===== src/verilog/cpu_pkg.sv =====
`default_nettype none

package cpu_pkg;

    typedef logic [31:0] word_t;
    typedef logic [4:0]  reg_addr_t;

    // full product of a 32x32 multiply
    typedef struct packed {
        word_t hi;
        word_t lo;
    } dword_t;

    typedef enum logic [5:0] {
        OP_NOP,
        OP_AND, OP_ANDI, OP_OR, OP_ORI, OP_XOR, OP_XORI, OP_NOR,
        OP_SLL, OP_SLLV, OP_SRL, OP_SRLV, OP_SRA, OP_SRAV,
        OP_LUI, OP_MOVN, OP_MOVZ,
        OP_MFHI, OP_MFLO, OP_MTHI, OP_MTLO,
        OP_ADD, OP_ADDI, OP_ADDU, OP_ADDIU, OP_SUB, OP_SUBU,
        OP_SLT, OP_SLTI, OP_SLTU, OP_SLTIU,
        OP_MUL, OP_MULT, OP_MULTU,
        OP_JALR, OP_JAL, OP_BLTZAL, OP_BGEZAL,
        OP_LB, OP_LBU, OP_LH, OP_LHU, OP_LW,
        OP_SB, OP_SH, OP_SW,
        OP_MTC0, OP_MFC0
    } oper_t;

    typedef struct packed {
        oper_t     oper;
        word_t     pc;
        word_t     reg1;
        word_t     reg2;
        reg_addr_t wreg_addr;
        logic      wreg_write;
    } issue_t;

    typedef struct packed {
        oper_t     oper;
        logic      wreg_write;
        reg_addr_t wreg_addr;
        word_t     wreg_data;
        logic      whilo;
        word_t     hi;
        word_t     lo;
        word_t     mem_addr;
        word_t     mem_data;
        logic      cp0_we;
        reg_addr_t cp0_addr;
        word_t     cp0_data;
    } ex_out_t;

    typedef struct packed {
        logic  we;
        word_t hi;
        word_t lo;
    } hilo_fwd_t;

    typedef struct packed {
        logic      we;
        reg_addr_t addr;
        word_t     data;
    } cp0_fwd_t;

    typedef struct packed {
        logic      valid;
        reg_addr_t addr;
        word_t     data;
    } wb_out_t;

endpackage

`default_nettype wire


===== src/verilog/wb_pkg.sv =====
`default_nettype none

package wb_pkg;

    // master side of a classic cycle
    typedef struct packed {
        logic        cyc;
        logic        stb;
        logic        we;
        logic [31:0] adr;
        logic [31:0] dat;
    } wb_req_t;

    // slave side
    typedef struct packed {
        logic        ack;
        logic [31:0] dat;
    } wb_rsp_t;

endpackage

`default_nettype wire


===== src/verilog/mem_stage.sv =====
`timescale 1ns/1ns
`default_nettype none

module mem_stage (
    input  logic               clk,
    input  logic               reset_i,
    input  logic               accept_i,
    input  cpu_pkg::ex_out_t   ex_i,
    output wb_pkg::wb_req_t    bus_o,
    input  wb_pkg::wb_rsp_t    bus_i,
    output logic               stall_o,
    output cpu_pkg::hilo_fwd_t mem_hilo_o,
    output cpu_pkg::hilo_fwd_t wb_hilo_o,
    output cpu_pkg::cp0_fwd_t  mem_cp0_o,
    output cpu_pkg::cp0_fwd_t  wb_cp0_o,
    output cpu_pkg::wb_out_t   wb_o
);

    logic             mem_valid;
    logic             wb_valid;
    cpu_pkg::ex_out_t mem_q;
    cpu_pkg::ex_out_t wb_q;
    logic             is_load;
    logic             is_store;
    logic             mem_pending;
    logic             mem_done;

    // sub-word accesses are handled as full words
    always_comb begin
        is_load  = 1'b0;
        is_store = 1'b0;
        case (mem_q.oper)
            cpu_pkg::OP_LB, cpu_pkg::OP_LBU, cpu_pkg::OP_LH, cpu_pkg::OP_LHU, cpu_pkg::OP_LW:
                is_load = 1'b1;
            cpu_pkg::OP_SB, cpu_pkg::OP_SH, cpu_pkg::OP_SW:
                is_store = 1'b1;
            default: begin
            end
        endcase
    end

    assign mem_pending = mem_valid && (is_load || is_store);
    assign mem_done    = mem_valid && (!(is_load || is_store) || bus_i.ack);
    assign stall_o     = mem_pending && !bus_i.ack;

    // request held stable until the acking edge
    assign bus_o.cyc = mem_pending;
    assign bus_o.stb = mem_pending;
    assign bus_o.we  = mem_pending && is_store;
    assign bus_o.adr = mem_q.mem_addr;
    assign bus_o.dat = mem_q.mem_data;

    always_ff @(posedge clk) begin
        if (reset_i) begin
            mem_valid <= 1'b0;
            wb_valid  <= 1'b0;
        end else begin
            if (accept_i) begin
                mem_valid <= 1'b1;
            end else if (mem_done) begin
                mem_valid <= 1'b0;
            end
            wb_valid <= mem_done;
        end
    end

    always_ff @(posedge clk) begin
        if (accept_i) begin
            mem_q <= ex_i;
        end
        if (mem_done) begin
            wb_q <= mem_q;
            // load data takes the place of the register result
            if (is_load) begin
                wb_q.wreg_data <= bus_i.dat;
            end
        end
    end

    assign mem_hilo_o = '{we: mem_valid && mem_q.whilo, hi: mem_q.hi, lo: mem_q.lo};
    assign wb_hilo_o  = '{we: wb_valid && wb_q.whilo, hi: wb_q.hi, lo: wb_q.lo};

    assign mem_cp0_o = '{we: mem_valid && mem_q.cp0_we, addr: mem_q.cp0_addr,
                         data: mem_q.cp0_data};
    assign wb_cp0_o  = '{we: wb_valid && wb_q.cp0_we, addr: wb_q.cp0_addr,
                         data: wb_q.cp0_data};

    assign wb_o = '{valid: wb_valid && wb_q.wreg_write, addr: wb_q.wreg_addr,
                    data: wb_q.wreg_data};

endmodule

`default_nettype wire


===== config.mk =====
export PLATFORM = sky130hd
export DESIGN_NAME = mem_stage
export DESIGN_NICKNAME = d
export VERILOG_FILES = /design/src/verilog/cpu_pkg.sv /design/src/verilog/wb_pkg.sv /design/src/verilog/mem_stage.sv
export SDC_FILE = /design/constraint.sdc
export NUM_CORES = 1
export LEC_CHECK = 0
export BUFFER_PORTS_ARGS = -buffer_cell sky130_fd_sc_hd__buf_2
export CORE_AREA = 2 2 215 217
export DETAILED_ROUTE_END_ITERATION = 12
export DIE_AREA = 0 0 217 219
export GPL_TIMING_DRIVEN = 0
export PLACE_DENSITY = 0.53
export REMOVE_ABC_BUFFERS = 1
export SLEW_MARGIN = 10
export SYNTH_ARGS = -nofsm -noshare
export SYNTH_HDL_FRONTEND = slang
export SYNTH_SLANG_ARGS = --single-unit

===== constraint.sdc =====
create_clock -name clk -period 4.9 [get_ports clk]
set_input_delay 0 -clock clk [delete_from_list [all_inputs] [get_ports clk]]
set_output_delay 0 -clock clk [all_outputs]
set_load 0.02 [all_outputs]

==> flow_summary.toml <==
[power_and_ir_drop]
leakagePower_nw = 7.46
p_seq_frac = 0.510
comb_power_share = 0.113
power.density_mw_per_mm2 = 389
p_sw_mw = 1.68
clkPwrFrac = 0.377
p_int_mw = 5.50
peakVddDrop_mv = 0.386
switching_share = 0.234

[timing]
fmax_ghz = 0.460
hold_violations = 0
rsz0062_at_grt = "false"
timing.final.crit_share = 0.444
worst_slack_ns = 2.72
final_max_slew_viol_count = 0
setup_viol = 0
slew_headroom = 0.584
fin_crit_ns = 2.18
worst_slew_pin_slew_ns = 0.624
finClkSkew_ns = 0.0148

[worst_setup_path]
regToRegSetupSlack_ns = 2.72
cp.arrival_ns = 2.37
end_kind = "register"
critPathRequiredTime_ns = 5.09
setup.worst_path.start_class = "register"
cp_max_fo = 51
path_class = "reg -> reg"

[layout]
syn_to_final_growth_pct = 37.2
finalNonFillerCells = 1887
fillers = 4087
stdcell_area_mm2 = 0.0185
ff_latch_area_mm2 = 0.0106
multi_input_area_um2 = 537
layout-drive-gt1-share = 0.507
final_nets = 1506

[placement]
dp_slack_ns = 2.33
numPortBuffers = 558
dp_hpwl_mm = 23.1
routabilityCongestion = 0.777
dpl_cell_area_mm2 = 0.0148
placed_cells = 1571

[clock_tree]
htree_levels = 2
postCtsSetupBuffers = 0
clk_pin_slew_ns = 0.06
cts-buffers-inserted = 38
cts_tree = "built"
clkLatencyLatePin_ns = 0.53
cts_buffer_depth = 3
holdBufCountCts = 247
clock-sinks = 354
cts_resized = 0
cts_root_buf = "clkbuf_16"

[global_route]
grt_pass1_wl_mm = 46.9
grt_start_max_net_pins = 111
grt_antenna_before_repair = 3
grt_pass1_vias = 7884
grt_use_total = 0.133
grt.overflow.total = 0

[logic_synthesis]
synth_seq_cells = 354
syn-cell-area_mm2 = 0.0135
synth_enable_flop_cells = 352
seq_area_frac_synth = 0.788
syn_inst = 717
syn_avg_cell_area_um2 = 18.8
synth_ff_type = "edfxtp_1"
ys_types = 21
synth-async-reset-ratio = 0
yosys_warnings = 0

[floorplan]
dieHeight_um = 219
core_area_mm2 = 0.0451
start_util = 0.299
dieArea_mm2 = 0.0475
die_w_um = 217
ioPinCount = 559
num_rows = 78

[detailed_routing]
wl_met1_mm = 11.9
met2_length_mm = 17.3
avgRoutedWirePerCell_um = 17.6
wl_mm = 33.3
routed_via_density = 3.84
first_pass_iters = 4
top_layer = "met5"
drt_iter0_drc = 346
postRouteAntennaNets = 0
drc = 0
route.met3.wl_mm = 3.12
vias = 7251

[hold_path]
hold_path_class = "in -> reg"

[status]
outcome = "finished, final reports clean"

[run]
drv_cap = 0
==> layout by cell type (no fill, tap or decap) <==
| cell | Yosys | final |
|---|---|---|
| nor2_1 | 1 | 1 |
| buf_16 | 0 | 4 |
| nand2b_1 | 1 | 1 |
| clkinvlp_4 | 0 | 2 |
| clkinv_1 | 0 | 6 |
| clkinv_4 | 0 | 1 |
| clkbuf_16 | 0 | 39 |
| buf_2 | 0 | 557 |
| a21o_1 | 1 | 1 |
| mux2_1 | 2 | 2 |
| nand3b_1 | 2 | 2 |
| or3b_1 | 1 | 1 |
| nand2_1 | 2 | 2 |
| diode_2 | 0 | 2 |
| o21a_4 | 0 | 1 |
| a21oi_1 | 1 | 1 |
| mux2_2 | 31 | 31 |
| o31ai_1 | 1 | 1 |
| buf_12 | 0 | 1 |
| bufinv_16 | 0 | 2 |
| o211a_1 | 1 | 1 |
| inv_1 | 1 | 1 |
| dfxtp_1 | 2 | 2 |
| buf_8 | 0 | 1 |
| dlygate4sd3_1 | 0 | 247 |
| nor3b_1 | 1 | 1 |
| clkbuf_1 | 0 | 6 |
| edfxtp_1 | 352 | 352 |
| and2_1 | 5 | 5 |
| a21bo_2 | 2 | 2 |
| inv_6 | 0 | 1 |
| o22ai_4 | 1 | 1 |
| clkinv_2 | 0 | 9 |
==> critical path: stages (launching register included) <==
cell	delay [ns]
edfxtp_1	0.44
nand3b_1	0.22
a21o_1	0.23
o21a_4	0.55
buf_16	0.32
==> through the flow <==
step                      power, mW  setup TNS, ns  utilization  hold WS, ns
final                          7.18              0        0.410        0.167
after global routing           7.44              0        0.410        0.137
after CTS                      7.28              0        0.409        0.116
after detailed placement       4.38              0        0.329        0.178
after global placement         4.38        -207.44        0.326        0.176
after floorplan                4.01              0            -       0.0989
==> worst paths after layout <==
path         startpoint  cells past startpoint            end
max          mem_q[206]                      4   wb_hilo_o[9]
min            ex_i[13]                      2  mem_cp0_o[13]
max reg2reg  mem_q[206]                      4   wb_hilo_o[9]
min reg2reg  mem_q[204]                      0      wb_q[204]
==> sequential cells by signal, indices dropped and copies added, names as in the netlist <==
| signal | cells |
|---|---|
| bus_o | 64 |
| mem_hilo_o | 64 |
| wb_hilo_o | 64 |
| mem_q | 46 |
| mem_cp0_o | 37 |
| wb_cp0_o | 37 |
| wb_o | 37 |
| wb_q | 3 |
| mem_valid | 1 |
| wb_valid | 1 |
==> synthesized netlist by cell type (2+ instances only) <==
cell,instances,area share
dfxtp_1,2,0.0030
mux2_1,2,0.0017
buf_6,3,0.0025
mux2_2,31,0.026
buf_4,305,0.17
a21bo_2,2,0.0015
nand2_1,2,0.00056
edfxtp_1,352,0.78
and2_1,5,0.0023
nand3b_1,2,0.0011
==> power by group through the flow <==
stage	clock [mW]	combinational, mW	sequential [mW]
final	2.71	0.808	3.66
after global routing	2.90	0.855	3.69
after CTS	2.80	0.814	3.66
after detailed placement	0	0.654	3.73
after global placement	0	0.637	3.74
after floorplan	0	0.0645	3.95
==> layer usage <==
| layer | GRT usage | vias to the layer above |
|---|---|---|
| met2 | 0.237 | 329 |
| met1 | 0.140 | 3498 |
| li1 | - | 3367 |
| met5 | 0 | - |
| met3 | 0.0516 | 55 |
| met4 | 0.0527 | 2 |
==> kinds of logic after synthesis <==
family,share of synthesized area
flops,0.788
buf+inv,0.173
mux,0.0276
simple gates,0.00595
compound gates,0.00576
==> cell type report <==
class,instances,area share
Timing Repair Buffer,810,0.293
Antenna cell,2,0.000271
Tap cell,600,0.0406
Sequential cell,354,0.574
Clock inverter,21,0.00867
Multi-Input combinational cell,54,0.0291
Clock buffer,45,0.0541
Inverter,1,0.000203
No activity file was read; power rests on OpenSTA's default activity.
