### src/verilog/cpu_pkg.sv
`default_nettype none

package cpu_pkg;

    typedef logic [31:0] word_t;
    typedef logic [4:0]  reg_addr_t;

    // full product of a 32x32 multiply
    typedef struct packed {
        word_t hi;
        word_t lo;
    } dword_t;

    typedef enum logic [5:0] {
        OP_NOP,
        OP_AND, OP_ANDI, OP_OR, OP_ORI, OP_XOR, OP_XORI, OP_NOR,
        OP_SLL, OP_SLLV, OP_SRL, OP_SRLV, OP_SRA, OP_SRAV,
        OP_LUI, OP_MOVN, OP_MOVZ,
        OP_MFHI, OP_MFLO, OP_MTHI, OP_MTLO,
        OP_ADD, OP_ADDI, OP_ADDU, OP_ADDIU, OP_SUB, OP_SUBU,
        OP_SLT, OP_SLTI, OP_SLTU, OP_SLTIU,
        OP_MUL, OP_MULT, OP_MULTU,
        OP_JALR, OP_JAL, OP_BLTZAL, OP_BGEZAL,
        OP_LB, OP_LBU, OP_LH, OP_LHU, OP_LW,
        OP_SB, OP_SH, OP_SW,
        OP_MTC0, OP_MFC0
    } oper_t;

    typedef struct packed {
        oper_t     oper;
        word_t     pc;
        word_t     reg1;
        word_t     reg2;
        reg_addr_t wreg_addr;
        logic      wreg_write;
    } issue_t;

    typedef struct packed {
        oper_t     oper;
        logic      wreg_write;
        reg_addr_t wreg_addr;
        word_t     wreg_data;
        logic      whilo;
        word_t     hi;
        word_t     lo;
        word_t     mem_addr;
        word_t     mem_data;
        logic      cp0_we;
        reg_addr_t cp0_addr;
        word_t     cp0_data;
    } ex_out_t;

    typedef struct packed {
        logic  we;
        word_t hi;
        word_t lo;
    } hilo_fwd_t;

    typedef struct packed {
        logic      we;
        reg_addr_t addr;
        word_t     data;
    } cp0_fwd_t;

    typedef struct packed {
        logic      valid;
        reg_addr_t addr;
        word_t     data;
    } wb_out_t;

endpackage

`default_nettype wire

### src/verilog/special_regs.sv
`timescale 1ns/1ns
`default_nettype none

module special_regs #(
    parameter int cp0_regs = 8
) (
    input  logic               clk,
    input  logic               reset_i,
    input  cpu_pkg::hilo_fwd_t hilo_i,
    input  cpu_pkg::cp0_fwd_t  cp0_i,
    input  cpu_pkg::reg_addr_t cp0_raddr_i,
    output cpu_pkg::word_t     hi_o,
    output cpu_pkg::word_t     lo_o,
    output cpu_pkg::word_t     cp0_data_o
);

    localparam int idx_w = $clog2(cp0_regs);

    cpu_pkg::word_t hi_q;
    cpu_pkg::word_t lo_q;
    cpu_pkg::word_t cp0_q [cp0_regs];

    always_ff @(posedge clk) begin
        if (reset_i) begin
            hi_q <= '0;
            lo_q <= '0;
        end else if (hilo_i.we) begin
            hi_q <= hilo_i.hi;
            lo_q <= hilo_i.lo;
        end
    end

    // upper register-number bits fold onto the implemented set
    always_ff @(posedge clk) begin
        if (reset_i) begin
            for (int i = 0; i < cp0_regs; i++) begin
                cp0_q[i] <= '0;
            end
        end else if (cp0_i.we) begin
            cp0_q[cp0_i.addr[idx_w-1:0]] <= cp0_i.data;
        end
    end

    assign hi_o       = hi_q;
    assign lo_o       = lo_q;
    assign cp0_data_o = cp0_q[cp0_raddr_i[idx_w-1:0]];

endmodule

`default_nettype wire

### config.mk
export PLATFORM = sky130hd
export DESIGN_NAME = special_regs
export DESIGN_NICKNAME = d
export VERILOG_FILES = /design/src/verilog/cpu_pkg.sv /design/src/verilog/special_regs.sv
export SDC_FILE = /design/constraint.sdc
export NUM_CORES = 1
export LEC_CHECK = 0
export BUFFER_PORTS_ARGS = -buffer_cell sky130_fd_sc_hd__buf_2
export CORE_MARGIN = 3
export CORE_UTILIZATION = 51
export DETAILED_ROUTE_END_ITERATION = 12
export PLACE_DENSITY = 0.81
export SLEW_MARGIN = 20
export SYNTH_ARGS = -nofsm -noshare
export SYNTH_HDL_FRONTEND = slang
export SYNTH_SLANG_ARGS = --single-unit
export TNS_END_PERCENT = 50
### constraint.sdc
create_clock -name clk -period 4 [get_ports clk]
set_input_delay 0.4 -clock clk [delete_from_list [all_inputs] [get_ports clk]]
set_output_delay 0.4 -clock clk [all_outputs]
set_load 0.01 [all_outputs]
==> impl_metrics.toml, run 1 <==
[route]
routedWlPerCell_microns = 22.3
drt_pass1_iterations = 5
drtAntennaViolNets = 0
drtIter0Drc = 690
vias = 8667
drt_drc_violations_left = 0
vias_per_cell = 5.88
drt_wl_total_microns = 32900

[pwr]
total_power_mw = 7.66
p_leak_nw = 5.93
peakVddDrop_uv = 289
p_per_area_nw_per_um2 = 474

[synthesis]
post_synth.cell_area_avg_sq_um = 14.7
synth_fp_nets = 1046
ys_seq_area_share_pct = 65.2
yosysWarnings = 0
syn_inst = 936
yosysUniqueCellTypes = 22
syn_area_sq_um = 13800
ys_ff_latch = 320

[placement]
place_hpwl_microns = 19400
dpl_cell_area_sq_um = 15100
place.gp.congestion = 0.722
dp_slack_ns = 1.17
port_buffers = 201
place_inst = 1410

[sta]
rsz0062_at_grt = "no"
holdWs_ns = 0.127
setup_viol = 0
finalWorstSetupSlack_ns = 1.30
timing.fmax_mhz = 370
maxSlewHeadroom_pct = 31.7
fin_crit_ns = 2.70
hold_violations = 0
clock_skew_ns = 0
fin_crit_sh_pct = 67.6
final.setup.tns_ns = 0
worstMarginPinSlew_ns = 1.02
drv_slew = 0

[setup_path]
cp-end-kind = "primary output"
crit_type = "input pin to primary output"
cp_data_required_time_ns = 3.60
cp-start-kind = "input pin"
worstPathMaxFanout = 34
crit_arrival_ns = 2.30

[hold_path]
hp-class = "input pin to register"

[clocking]
post_cts_resized = 0
cts_tree = "yes"
numCtsBuffers = 34
worstSkewPairLatency_ns = 0.50
clk_pin_slew_ns = 0.06
clk_path_buf_depth = 3
htreeDepth = 2
root_buffer = "clkbuf_16"
post_cts_buffers = 0
clock_sinks = 320
cts_hold_buf = 0

[cells_and_area]
drive_above_1_share_pct = 31.6
utilization_pct = 61.5
area_growth_pct = 17.5
instances_no_fill = 1474
stdcell_area_sq_um = 16200
final_nets = 1221

[grt]
antenna_found_initial = 4
grt_pass1_vias = 8891
grt_pass1_wl_microns = 50400
grt_max_degree = 73
gr-total-overflow = 0
gr-usage-all-layers_pct = 22.6

[die]
num_rows = 59
die_area_sq_um = 29000
die_height_microns = 170
coreArea_sq_um = 26300
pin_count = 206
dieWidth_microns = 170
initial_utilization_pct = 52.3

[outcome]
outcome = "finished clean"

[job]
cap_viol_max_count = 0
critical path, stage by stage:
cell and delay (ns):
buf_4 0.50, buf_4 0.38, mux4_1 0.59, mux2_4 0.27, buf_2 0.14
cell families after synthesis:
| kind of cell | after synthesis | synth area share, % |
|---|---|---|
| AO/OA/AOI/OAI | 8 | 0.437 |
| buffers and inverters | 122 | 4.06 |
| flip-flops | 320 | 65.2 |
| multiplexers | 160 | 19.0 |
| AND/OR/NAND/NOR | 326 | 11.3 |
sequential cells by signal, summed over array words and instances (netlist names):
signal	cells
lo_o	32
cp0_q	256
hi_o	32
path summary, 6_finish.rpt:
path	from	endpoint	cells past startpoint	slack, ns
min reg2reg	lo_o[2]	lo_o[2]	2	0.49
min	hilo_i[28]	lo_o[28]	3	0.13
max	cp0_raddr_i[0]	cp0_data_o[18]	5	1.30
max reg2reg	lo_o[7]	lo_o[7]	2	3.32
cell usage in the layout, fill, tap and decap left out, drive strengths merged:
master	synthesis	layout
nand2	1	1
clkinvlp	0	4
dfxtp	64	64
diode	0	2
nand2b	2	2
clkinv	32	43
mux2	32	32
mux4	64	64
or2	1	1
inv	0	1
nor2	64	64
o21bai	8	8
or3b	1	1
nand3b	1	1
mux2i	64	64
buf	50	229
clkbuf	40	46
edfxtp	256	256
nor3	256	256
per-layer routing:
layer,up-vias,wire [microns],global-route usage (%)
li1,3957,-,-
met2,421,16300,37.9
met5,-,36,0
met3,58,2980,5.20
met1,4225,12800,30.0
met4,6,711,6.14
where the power goes:
part / internal (mW) / total [mW] / switching, mW
registers: 3.79 / 3.86 / 0.0612
clock network: 1.76 / 3.02 / 1.26
logic: 0.331 / 0.776 / 0.446
total: 5.89 / 7.66 / 1.77
synth_stat cells, drive strengths merged:
library cell,n,area [sq um]
nor2,64,240
nand3b,1,7.51
or3b,1,8.76
mux2,32,420
clkinv,32,120
or2,1,6.26
o21bai,8,60.1
nor3,256,1280
dfxtp,64,1280
nand2,1,3.75
nand2b,2,12.5
buf,50,287
clkbuf,40,151
mux4,64,1550
edfxtp,256,7690
mux2i,64,641
area by class of cell:
| type | count | area (sq um) |
|---|---|---|
| fill | 1951 | 10100 |
| tap | 335 | 419 |
| timing repair buffer | 229 | 1230 |
| inverter | 32 | 120 |
| multi-input combinational | 494 | 4330 |
| sequential | 320 | 8970 |
| clock inverter | 16 | 81.3 |
| clock buffer | 46 | 1000 |
| antenna | 2 | 5.00 |
Note: power is estimated with default switching activity, not from simulation.
==> inputs of run 2 (changes only) <==
==> constraint.sdc (replaced) <==
create_clock -name clk -period 2.8 [get_ports clk]
set_input_delay 0.28 -clock clk [delete_from_list [all_inputs] [get_ports clk]]
set_output_delay 0.28 -clock clk [all_outputs]
set_load 0.01 [all_outputs]
==> run 2 against run 1 <==
Count of clock-buffer cells in the layout stayed put. Worst hold slack worse by 0.12 ns. Critical path depth stayed put. Non-clock buffer count is 44 higher. Utilization is 1.9 points higher. Critical path type unchanged. Critical endpoint is now cp0_data_o[19].
==> impl_metrics.toml, run 2 (same netlist as run 1, synthesis figures left out) <==
[setup_path]
cp-start-kind = "input pin"
crit_path_max_incr_delay_ns = 0.58
cp_data_required_time_ns = 2.52
worstPathMaxFanout = 23
crit_type = "input pin to primary output"
cp_slowest_cell = "mux4_1"
cp_cell_sequence = "buf_4 -> buf_12 -> mux4_1 -> mux2_4 -> buf_2"
ff2ff_setup_slack_ns = 2.01
cp-end-kind = "primary output"
crit_arrival_ns = 1.94

[sta]
clock_skew_ns = 0
fin_crit_sh_pct = 79.2
maxSlewHeadroom_pct = 31.2
setup_viol = 0
hold_violations = 0
holdWs_ns = 0.0113
final.setup.tns_ns = 0
fin_crit_ns = 2.22
worstMarginPinSlew_ns = 1.03
timing.fmax_mhz = 451
rsz0062_at_grt = "no"
drv_slew = 0

[clocking]
root_buffer = "clkbuf_16"
worstSkewPairLatency_ns = 0.52
htreeDepth = 2
clk_path_buf_depth = 3
clock_sinks = 320
clk_pin_slew_ns = 0.06
post_cts_buffers = 0
post_cts_resized = 0
cts_tree = "yes"
numCtsBuffers = 34
cts_hold_buf = 37

[cells_and_area]
area_growth_pct = 21.1
instances_no_fill = 1516
final_nets = 1265
largest_register = "cp0_q"
drive_above_1_share_pct = 31.1
layout_common_cells = "256 x nor3_1, 256 x edfxtp_1, 199 x buf_2"
largest_reg_flops = 256

[pwr]
p_per_area_nw_per_um2 = 666
peakVddDrop_uv = 515
total_power_mw = 11.1
p_leak_nw = 6.17

[grt]
antenna_found_initial = 2
gr-total-overflow = 0
grt_max_degree = 78
grt_pass1_vias = 9408
grt_pass1_wl_microns = 51900
gr-usage-all-layers_pct = 23.3

[route]
routedWlPerCell_microns = 22.2
drt_drc_violations_left = 0
vias_per_cell = 5.92
drt_pass1_iterations = 5
vias = 8977
drt_wl_total_microns = 33600
drtAntennaViolNets = 0
drtIter0Drc = 621

[die]
num_rows = 59
die_height_microns = 170
initial_utilization_pct = 52.3
dieWidth_microns = 170
coreArea_sq_um = 26300
die_area_sq_um = 29000
pin_count = 206

[outcome]
outcome = "finished clean"

[hold_path]
hp-class = "input pin to register"

[placement]
place.gp.congestion = 0.722
place_inst = 1416
port_buffers = 201
place_hpwl_microns = 19000

[job]
cap_viol_max_count = 0
## run 2: path summary, 6_finish.rpt
kind | end | startpoint | cells past startpoint
worst max-delay path | cp0_data_o[19] | cp0_raddr_i[0] | 5
worst min-delay path | hi_o[12] | hilo_i[44] | 3
worst max register to register | hi_o[31] | hi_o[31] | 2
worst min register to register | lo_o[2] | lo_o[2] | 2
## run 2: final cells by class
class	instances	area [sq um]
Antenna cell	1	2.50
Clock inverter	15	125
Fill cell	1882	9620
Inverter	32	120
Tap cell	335	419
Timing Repair Buffer	273	1730
Clock buffer	46	972
Sequential cell	320	8970
Multi-Input combinational cell	494	4330
## run 2: metal layers
metal / GRT usage, % / routed length [microns] / up-vias
met5: 0 / 9 / -
met2: 38.9 / 16600 / 466
met3: 5.88 / 3260 / 63
met1: 29.7 / 12700 / 4403
met4: 8.64 / 955 / 2
li1: - / - / 4043
## run 2: through the flow
step | worst slack (ns) | instance area, sq um | util (%)
after floorplan | -0.279 | 13800 | -
after global placement | 0.496 | 15200 | 57.7
after detailed placement | 0.433 | 15200 | 57.7
after CTS | 0.571 | 16600 | 63.3
after global routing | 0.515 | 16700 | 63.4
final | 0.582 | 16700 | 63.4
## run 2: power breakdown
part / internal, mW / leakage, nW / total [mW] / switching (mW)
registers: 5.42 / 2.98 / 5.51 / 0.0901
clock network: 2.62 / 0.543 / 4.41 / 1.78
logic: 0.524 / 2.64 / 1.18 / 0.656
total: 8.57 / 6.17 / 11.1 / 2.53
## run 2: worst max-delay path, delay by kind of cell
kind	cells	cell delay, ns
buffers and inverters	3	0.77
muxes	2	0.87
