File: src/verilog/cpu_pkg.sv
`default_nettype none

package cpu_pkg;

    typedef logic [31:0] word_t;
    typedef logic [4:0]  reg_addr_t;

    // full product of a 32x32 multiply
    typedef struct packed {
        word_t hi;
        word_t lo;
    } dword_t;

    typedef enum logic [5:0] {
        OP_NOP,
        OP_AND, OP_ANDI, OP_OR, OP_ORI, OP_XOR, OP_XORI, OP_NOR,
        OP_SLL, OP_SLLV, OP_SRL, OP_SRLV, OP_SRA, OP_SRAV,
        OP_LUI, OP_MOVN, OP_MOVZ,
        OP_MFHI, OP_MFLO, OP_MTHI, OP_MTLO,
        OP_ADD, OP_ADDI, OP_ADDU, OP_ADDIU, OP_SUB, OP_SUBU,
        OP_SLT, OP_SLTI, OP_SLTU, OP_SLTIU,
        OP_MUL, OP_MULT, OP_MULTU,
        OP_JALR, OP_JAL, OP_BLTZAL, OP_BGEZAL,
        OP_LB, OP_LBU, OP_LH, OP_LHU, OP_LW,
        OP_SB, OP_SH, OP_SW,
        OP_MTC0, OP_MFC0
    } oper_t;

    typedef struct packed {
        oper_t     oper;
        word_t     pc;
        word_t     reg1;
        word_t     reg2;
        reg_addr_t wreg_addr;
        logic      wreg_write;
    } issue_t;

    typedef struct packed {
        oper_t     oper;
        logic      wreg_write;
        reg_addr_t wreg_addr;
        word_t     wreg_data;
        logic      whilo;
        word_t     hi;
        word_t     lo;
        word_t     mem_addr;
        word_t     mem_data;
        logic      cp0_we;
        reg_addr_t cp0_addr;
        word_t     cp0_data;
    } ex_out_t;

    typedef struct packed {
        logic  we;
        word_t hi;
        word_t lo;
    } hilo_fwd_t;

    typedef struct packed {
        logic      we;
        reg_addr_t addr;
        word_t     data;
    } cp0_fwd_t;

    typedef struct packed {
        logic      valid;
        reg_addr_t addr;
        word_t     data;
    } wb_out_t;

endpackage

`default_nettype wire

File: src/verilog/ex.sv
`timescale 1ns/1ns
`default_nettype none

module ex (
    input  cpu_pkg::issue_t    issue_i,
    input  cpu_pkg::hilo_fwd_t mem_hilo_i,
    input  cpu_pkg::hilo_fwd_t wb_hilo_i,
    input  cpu_pkg::word_t     hi_i,
    input  cpu_pkg::word_t     lo_i,
    input  cpu_pkg::cp0_fwd_t  mem_cp0_i,
    input  cpu_pkg::cp0_fwd_t  wb_cp0_i,
    input  cpu_pkg::word_t     cp0_data_i,
    output cpu_pkg::reg_addr_t cp0_raddr_o,
    output cpu_pkg::ex_out_t   ex_o
);

    cpu_pkg::word_t     reg1;
    cpu_pkg::word_t     reg2;
    cpu_pkg::word_t     hi;
    cpu_pkg::word_t     lo;
    cpu_pkg::word_t     cp0_data;
    cpu_pkg::reg_addr_t cp0_sel;

    assign reg1 = issue_i.reg1;
    assign reg2 = issue_i.reg2;

    // newest hi/lo wins: memory stage, then writeback, then the registers
    always_comb begin
        if (mem_hilo_i.we) begin
            {hi, lo} = {mem_hilo_i.hi, mem_hilo_i.lo};
        end else if (wb_hilo_i.we) begin
            {hi, lo} = {wb_hilo_i.hi, wb_hilo_i.lo};
        end else begin
            {hi, lo} = {hi_i, lo_i};
        end
    end

    // cp0 register number sits in the low bits of operand 2
    assign cp0_sel     = reg2[4:0];
    assign cp0_raddr_o = cp0_sel;

    always_comb begin
        if (mem_cp0_i.we && mem_cp0_i.addr == cp0_sel) begin
            cp0_data = mem_cp0_i.data;
        end else if (wb_cp0_i.we && wb_cp0_i.addr == cp0_sel) begin
            cp0_data = wb_cp0_i.data;
        end else begin
            cp0_data = cp0_data_i;
        end
    end

    cpu_pkg::word_t add_u;
    cpu_pkg::word_t sub_u;
    logic           signed_lt;
    logic           unsigned_lt;

    assign add_u       = reg1 + reg2;
    assign sub_u       = reg1 - reg2;
    assign signed_lt   = (reg1[31] != reg2[31]) ? reg1[31] : sub_u[31];
    assign unsigned_lt = (reg1 < reg2);

    // multiply on magnitudes, sign restored afterwards
    logic            is_signed;
    logic            res_sign;
    cpu_pkg::word_t  abs_reg1;
    cpu_pkg::word_t  abs_reg2;
    logic [63:0]     mul_abs;
    cpu_pkg::dword_t mul_res;

    assign is_signed = (issue_i.oper != cpu_pkg::OP_MULTU);
    assign res_sign  = is_signed && (reg1[31] ^ reg2[31]);
    assign abs_reg1  = (is_signed && reg1[31]) ? -reg1 : reg1;
    assign abs_reg2  = (is_signed && reg2[31]) ? -reg2 : reg2;
    assign mul_abs   = {32'b0, abs_reg1} * {32'b0, abs_reg2};
    assign mul_res   = res_sign ? -mul_abs : mul_abs;

    always_comb begin
        ex_o            = '0;
        ex_o.oper       = issue_i.oper;
        ex_o.wreg_write = issue_i.wreg_write;
        ex_o.wreg_addr  = issue_i.wreg_addr;
        ex_o.hi         = hi;
        ex_o.lo         = lo;

        case (issue_i.oper)
            cpu_pkg::OP_AND, cpu_pkg::OP_ANDI: ex_o.wreg_data = reg1 & reg2;
            cpu_pkg::OP_OR, cpu_pkg::OP_ORI:   ex_o.wreg_data = reg1 | reg2;
            cpu_pkg::OP_XOR, cpu_pkg::OP_XORI: ex_o.wreg_data = reg1 ^ reg2;
            cpu_pkg::OP_NOR:                   ex_o.wreg_data = ~(reg1 | reg2);
            cpu_pkg::OP_SLL, cpu_pkg::OP_SLLV: ex_o.wreg_data = reg2 << reg1[4:0];
            cpu_pkg::OP_SRL, cpu_pkg::OP_SRLV: ex_o.wreg_data = reg2 >> reg1[4:0];
            cpu_pkg::OP_SRA, cpu_pkg::OP_SRAV: ex_o.wreg_data = $signed(reg2) >>> reg1[4:0];
            cpu_pkg::OP_LUI:                   ex_o.wreg_data = {reg2[15:0], 16'b0};
            cpu_pkg::OP_MOVN: begin
                ex_o.wreg_data  = reg1;
                ex_o.wreg_write = issue_i.wreg_write && (reg2 != '0);
            end
            cpu_pkg::OP_MOVZ: begin
                ex_o.wreg_data  = reg1;
                ex_o.wreg_write = issue_i.wreg_write && (reg2 == '0);
            end
            cpu_pkg::OP_MFHI: ex_o.wreg_data = hi;
            cpu_pkg::OP_MFLO: ex_o.wreg_data = lo;
            cpu_pkg::OP_MTHI, cpu_pkg::OP_MTLO, cpu_pkg::OP_MULT, cpu_pkg::OP_MULTU: begin
                ex_o.whilo      = 1'b1;
                ex_o.wreg_write = 1'b0;
                ex_o.wreg_addr  = '0;
                if (issue_i.oper == cpu_pkg::OP_MTHI) begin
                    ex_o.hi = reg1;
                end else if (issue_i.oper == cpu_pkg::OP_MTLO) begin
                    ex_o.lo = reg1;
                end else begin
                    {ex_o.hi, ex_o.lo} = mul_res;
                end
            end
            cpu_pkg::OP_ADD, cpu_pkg::OP_ADDI, cpu_pkg::OP_ADDU, cpu_pkg::OP_ADDIU:
                ex_o.wreg_data = add_u;
            cpu_pkg::OP_SUB, cpu_pkg::OP_SUBU: ex_o.wreg_data = sub_u;
            cpu_pkg::OP_SLT, cpu_pkg::OP_SLTI: ex_o.wreg_data = {31'b0, signed_lt};
            cpu_pkg::OP_SLTU, cpu_pkg::OP_SLTIU: ex_o.wreg_data = {31'b0, unsigned_lt};
            cpu_pkg::OP_MUL:  ex_o.wreg_data = mul_res.lo;
            cpu_pkg::OP_JALR: ex_o.wreg_data = issue_i.pc + 32'd8;
            cpu_pkg::OP_JAL, cpu_pkg::OP_BLTZAL, cpu_pkg::OP_BGEZAL: begin
                ex_o.wreg_write = 1'b1;
                ex_o.wreg_data  = issue_i.pc + 32'd8;
            end
            cpu_pkg::OP_LB, cpu_pkg::OP_LBU, cpu_pkg::OP_LH, cpu_pkg::OP_LHU, cpu_pkg::OP_LW:
                ex_o.mem_addr = add_u;
            cpu_pkg::OP_SB, cpu_pkg::OP_SH, cpu_pkg::OP_SW: begin
                // stores carry no register result
                ex_o.wreg_write = 1'b0;
                ex_o.mem_addr   = reg1;
                ex_o.mem_data   = reg2;
            end
            cpu_pkg::OP_MTC0: begin
                ex_o.cp0_we   = 1'b1;
                ex_o.cp0_addr = cp0_sel;
                ex_o.cp0_data = reg1;
            end
            cpu_pkg::OP_MFC0: ex_o.wreg_data = cp0_data;
            default: begin
            end
        endcase
    end

endmodule

`default_nettype wire

File: config.mk
export PLATFORM = sky130hd
export DESIGN_NAME = ex
export DESIGN_NICKNAME = d
export VERILOG_FILES = /design/src/verilog/cpu_pkg.sv /design/src/verilog/ex.sv
export SDC_FILE = /design/constraint.sdc
export NUM_CORES = 2
export LEC_CHECK = 0
export ABC_AREA = 1
export BUFFER_PORTS_ARGS = -buffer_cell sky130_fd_sc_hd__buf_2
export CORE_MARGIN = 5
export CORE_UTILIZATION = 35
export DETAILED_ROUTE_END_ITERATION = 8
export PLACE_DENSITY = 0.62
export SYNTH_ARGS = -nofsm -noshare
export SYNTH_HDL_FRONTEND = slang
export SYNTH_SLANG_ARGS = --single-unit
File: constraint.sdc
create_clock -name vclk -period 10.4
set_clock_uncertainty 0.15 [all_clocks]
set_input_delay 0.52 -clock vclk [all_inputs]
set_output_delay 0.52 -clock vclk [all_outputs]
set_load 0.1 [all_outputs]
==> impl_results.md <==
* Outcome: finished, violations left
* Failing checks: negative setup slack
* Leading area contributor after synthesis: fa_1
* Synth top area cells: fa_1 34%, nand2_1 14%, inv_1 12%, ha_1 8.5%, nor2_1 7.6%
* DRT Pass-1 Iters at 7
* Final ANT Viol Nets at 0
* Fillers at 15559
* Vias in the first global route at 64482
* Die width at 400.7 um
* Period utilization at 1.040
* DRC at 0
* Cell mode on critical path: fa_1
* Clock buffer count at 0
* Worst-path maximum fanout at 7
* Routed len/inst at 30.74 um
* Row count at 143
* Core area at 151900 sq um
* Delay-heaviest family, CP: adder cells
* Total GRT Usage at 0.4296
* Worst Setup End Kind: output pin
* Final WL at 363300 um
* Startpoint class of the critical path: primary input
* Synthesized area per cell at 6.411 sq um
* Crit-path slowest cell: fa_2
* DR iter-0 viols at 7671
* Req. time, crit path at 9730 ps
* Count leader, synth: nand2_1
* Fin nets at 11436
* Worst Path Buf+Inv at 14
* Die Area at 160600 sq um
* Setup ws final at -419.1 ps
* Sequential area share after synthesis at 0
* Syn Nets at 10006
* Worst EP arrival at 10150 ps
* Crit path kind: in -> out
* Synthesized cell area at 53430 sq um
* Fmax at 92.43 MHz
* Hold Path Class: in -> out
* Synth Instances at 8334
* Largest net degree at the start of global routing at 68
* DR vias/cell at 5.608
* RSZ-0062 raised after global routing: true
* Yosys cell types at 70
* Slew headroom at 0.05722
* Gr ovfl total at 0
* FFs & Latches at 0
* Crit path largest cell delay at 640 ps
* First-pass GRT wire length at 495400 um
* Die Ht at 400.7 um
* Initial Util at 0.3517
* Vias at 66260
* Period minus WS final at 10820 ps
* Final count of pins violating max slew at 0
* Initial antenna violation count at 48
* Synth top area share at 0.3368
* RD Place Congestion at 1.137
* Layout cells sized above 1 at 0.3020
* I/O Pins at 626
* Number of max-cap violations at 0
* Area Overhead vs Synth at 37.93%
* Most frequent cells after synthesis: 2034 x nand2_1, 1738 x inv_1, 1075 x nor2_1
* Port bufs at 626
* Fin. Hold Viols at 0
* YS warnings at 0
* FF+latch area at 0 sq um
* Post-place setup slack at -810.4 ps
* Post-DP HPWL at 314400 um
* Worst slew pin tran at 1399 ps
* # setup viols final at 36
## path summary, 6_finish.rpt
kind,start,end,slack (ps),cells after the start
max,issue_i[8],ex_o[144],-420,48
min,issue_i[2],ex_o[200],1340,4
## metal layers
layer  vias up  global-route usage  share of wire  wire length [um]
met5         -                   0        0.00039               140
met4        22              0.2404          0.076             27700
met3       944             0.09705           0.10             37060
met2      4179              0.6485           0.42            154100
met1     32874              0.5688           0.40            144200
li1      28241                   -              -                 -
## placed cells by master (no fill, tap or decap), types with 27 or more instances in the layout
cell	instances
nand3_1	225
nor2_2	81
a21oi_1	361
mux2_2	31
inv_2	142
nor2_1	901
inv_1	1596
buf_4	1039
ha_4	47
buf_2	542
o211ai_1	43
buf_6	76
xor2_1	83
nor3_1	30
a221oi_1	27
fa_2	83
or2_2	34
buf_12	145
nand2_4	99
o22ai_1	78
fa_1	816
nand4_1	75
ha_1	311
nand2_2	257
nand3_2	52
nand2_1	1681
nor2_4	112
o21ai_0	342
a21oi_4	34
## cell type report
| type | instances | area, sq um | area share |
|---|---|---|---|
| diodes | 24 | 60.06 | 0.0008149 |
| well taps | 2030 | 2540 | 0.03446 |
| multi-input cells | 6172 | 49970 | 0.6781 |
| repair buffers | 1807 | 14360 | 0.1948 |
| inverters | 1783 | 6769 | 0.09185 |
## cell families after synthesis
| logic type | Yosys count | share of synthesized area |
|---|---|---|
| AND/OR/NAND/NOR | 3622 | 0.2729 |
| adder cells (fa/ha/maj) | 1262 | 0.4218 |
| XOR/XNOR | 121 | 0.02047 |
| buffers and inverters | 2162 | 0.1544 |
| multiplexers | 44 | 0.008969 |
| AO/OA/AOI/OAI | 1123 | 0.1215 |
## stage by stage
step	std cells	util	hold WS, ps	TNS [ps]	cell area (sq um)
after CTS	11678	0.4563	1338	-11050	69320
after detailed placement	11648	0.4473	1337	-29450	67940
final	11816	0.4852	1339	-10770	73700
after global placement	11648	0.4473	1334	-25540	67940
after global routing	11800	0.4849	1375	-20440	73660
after floorplan	8334	-	1102	0	54140
## timing repair
action,CTS,global route
gates cloned,0,1
setup buffers,30,119
pin swaps,64,389
gates resized for setup,319,982
hold buffers,0,0
setup endpoints to repair,64,70
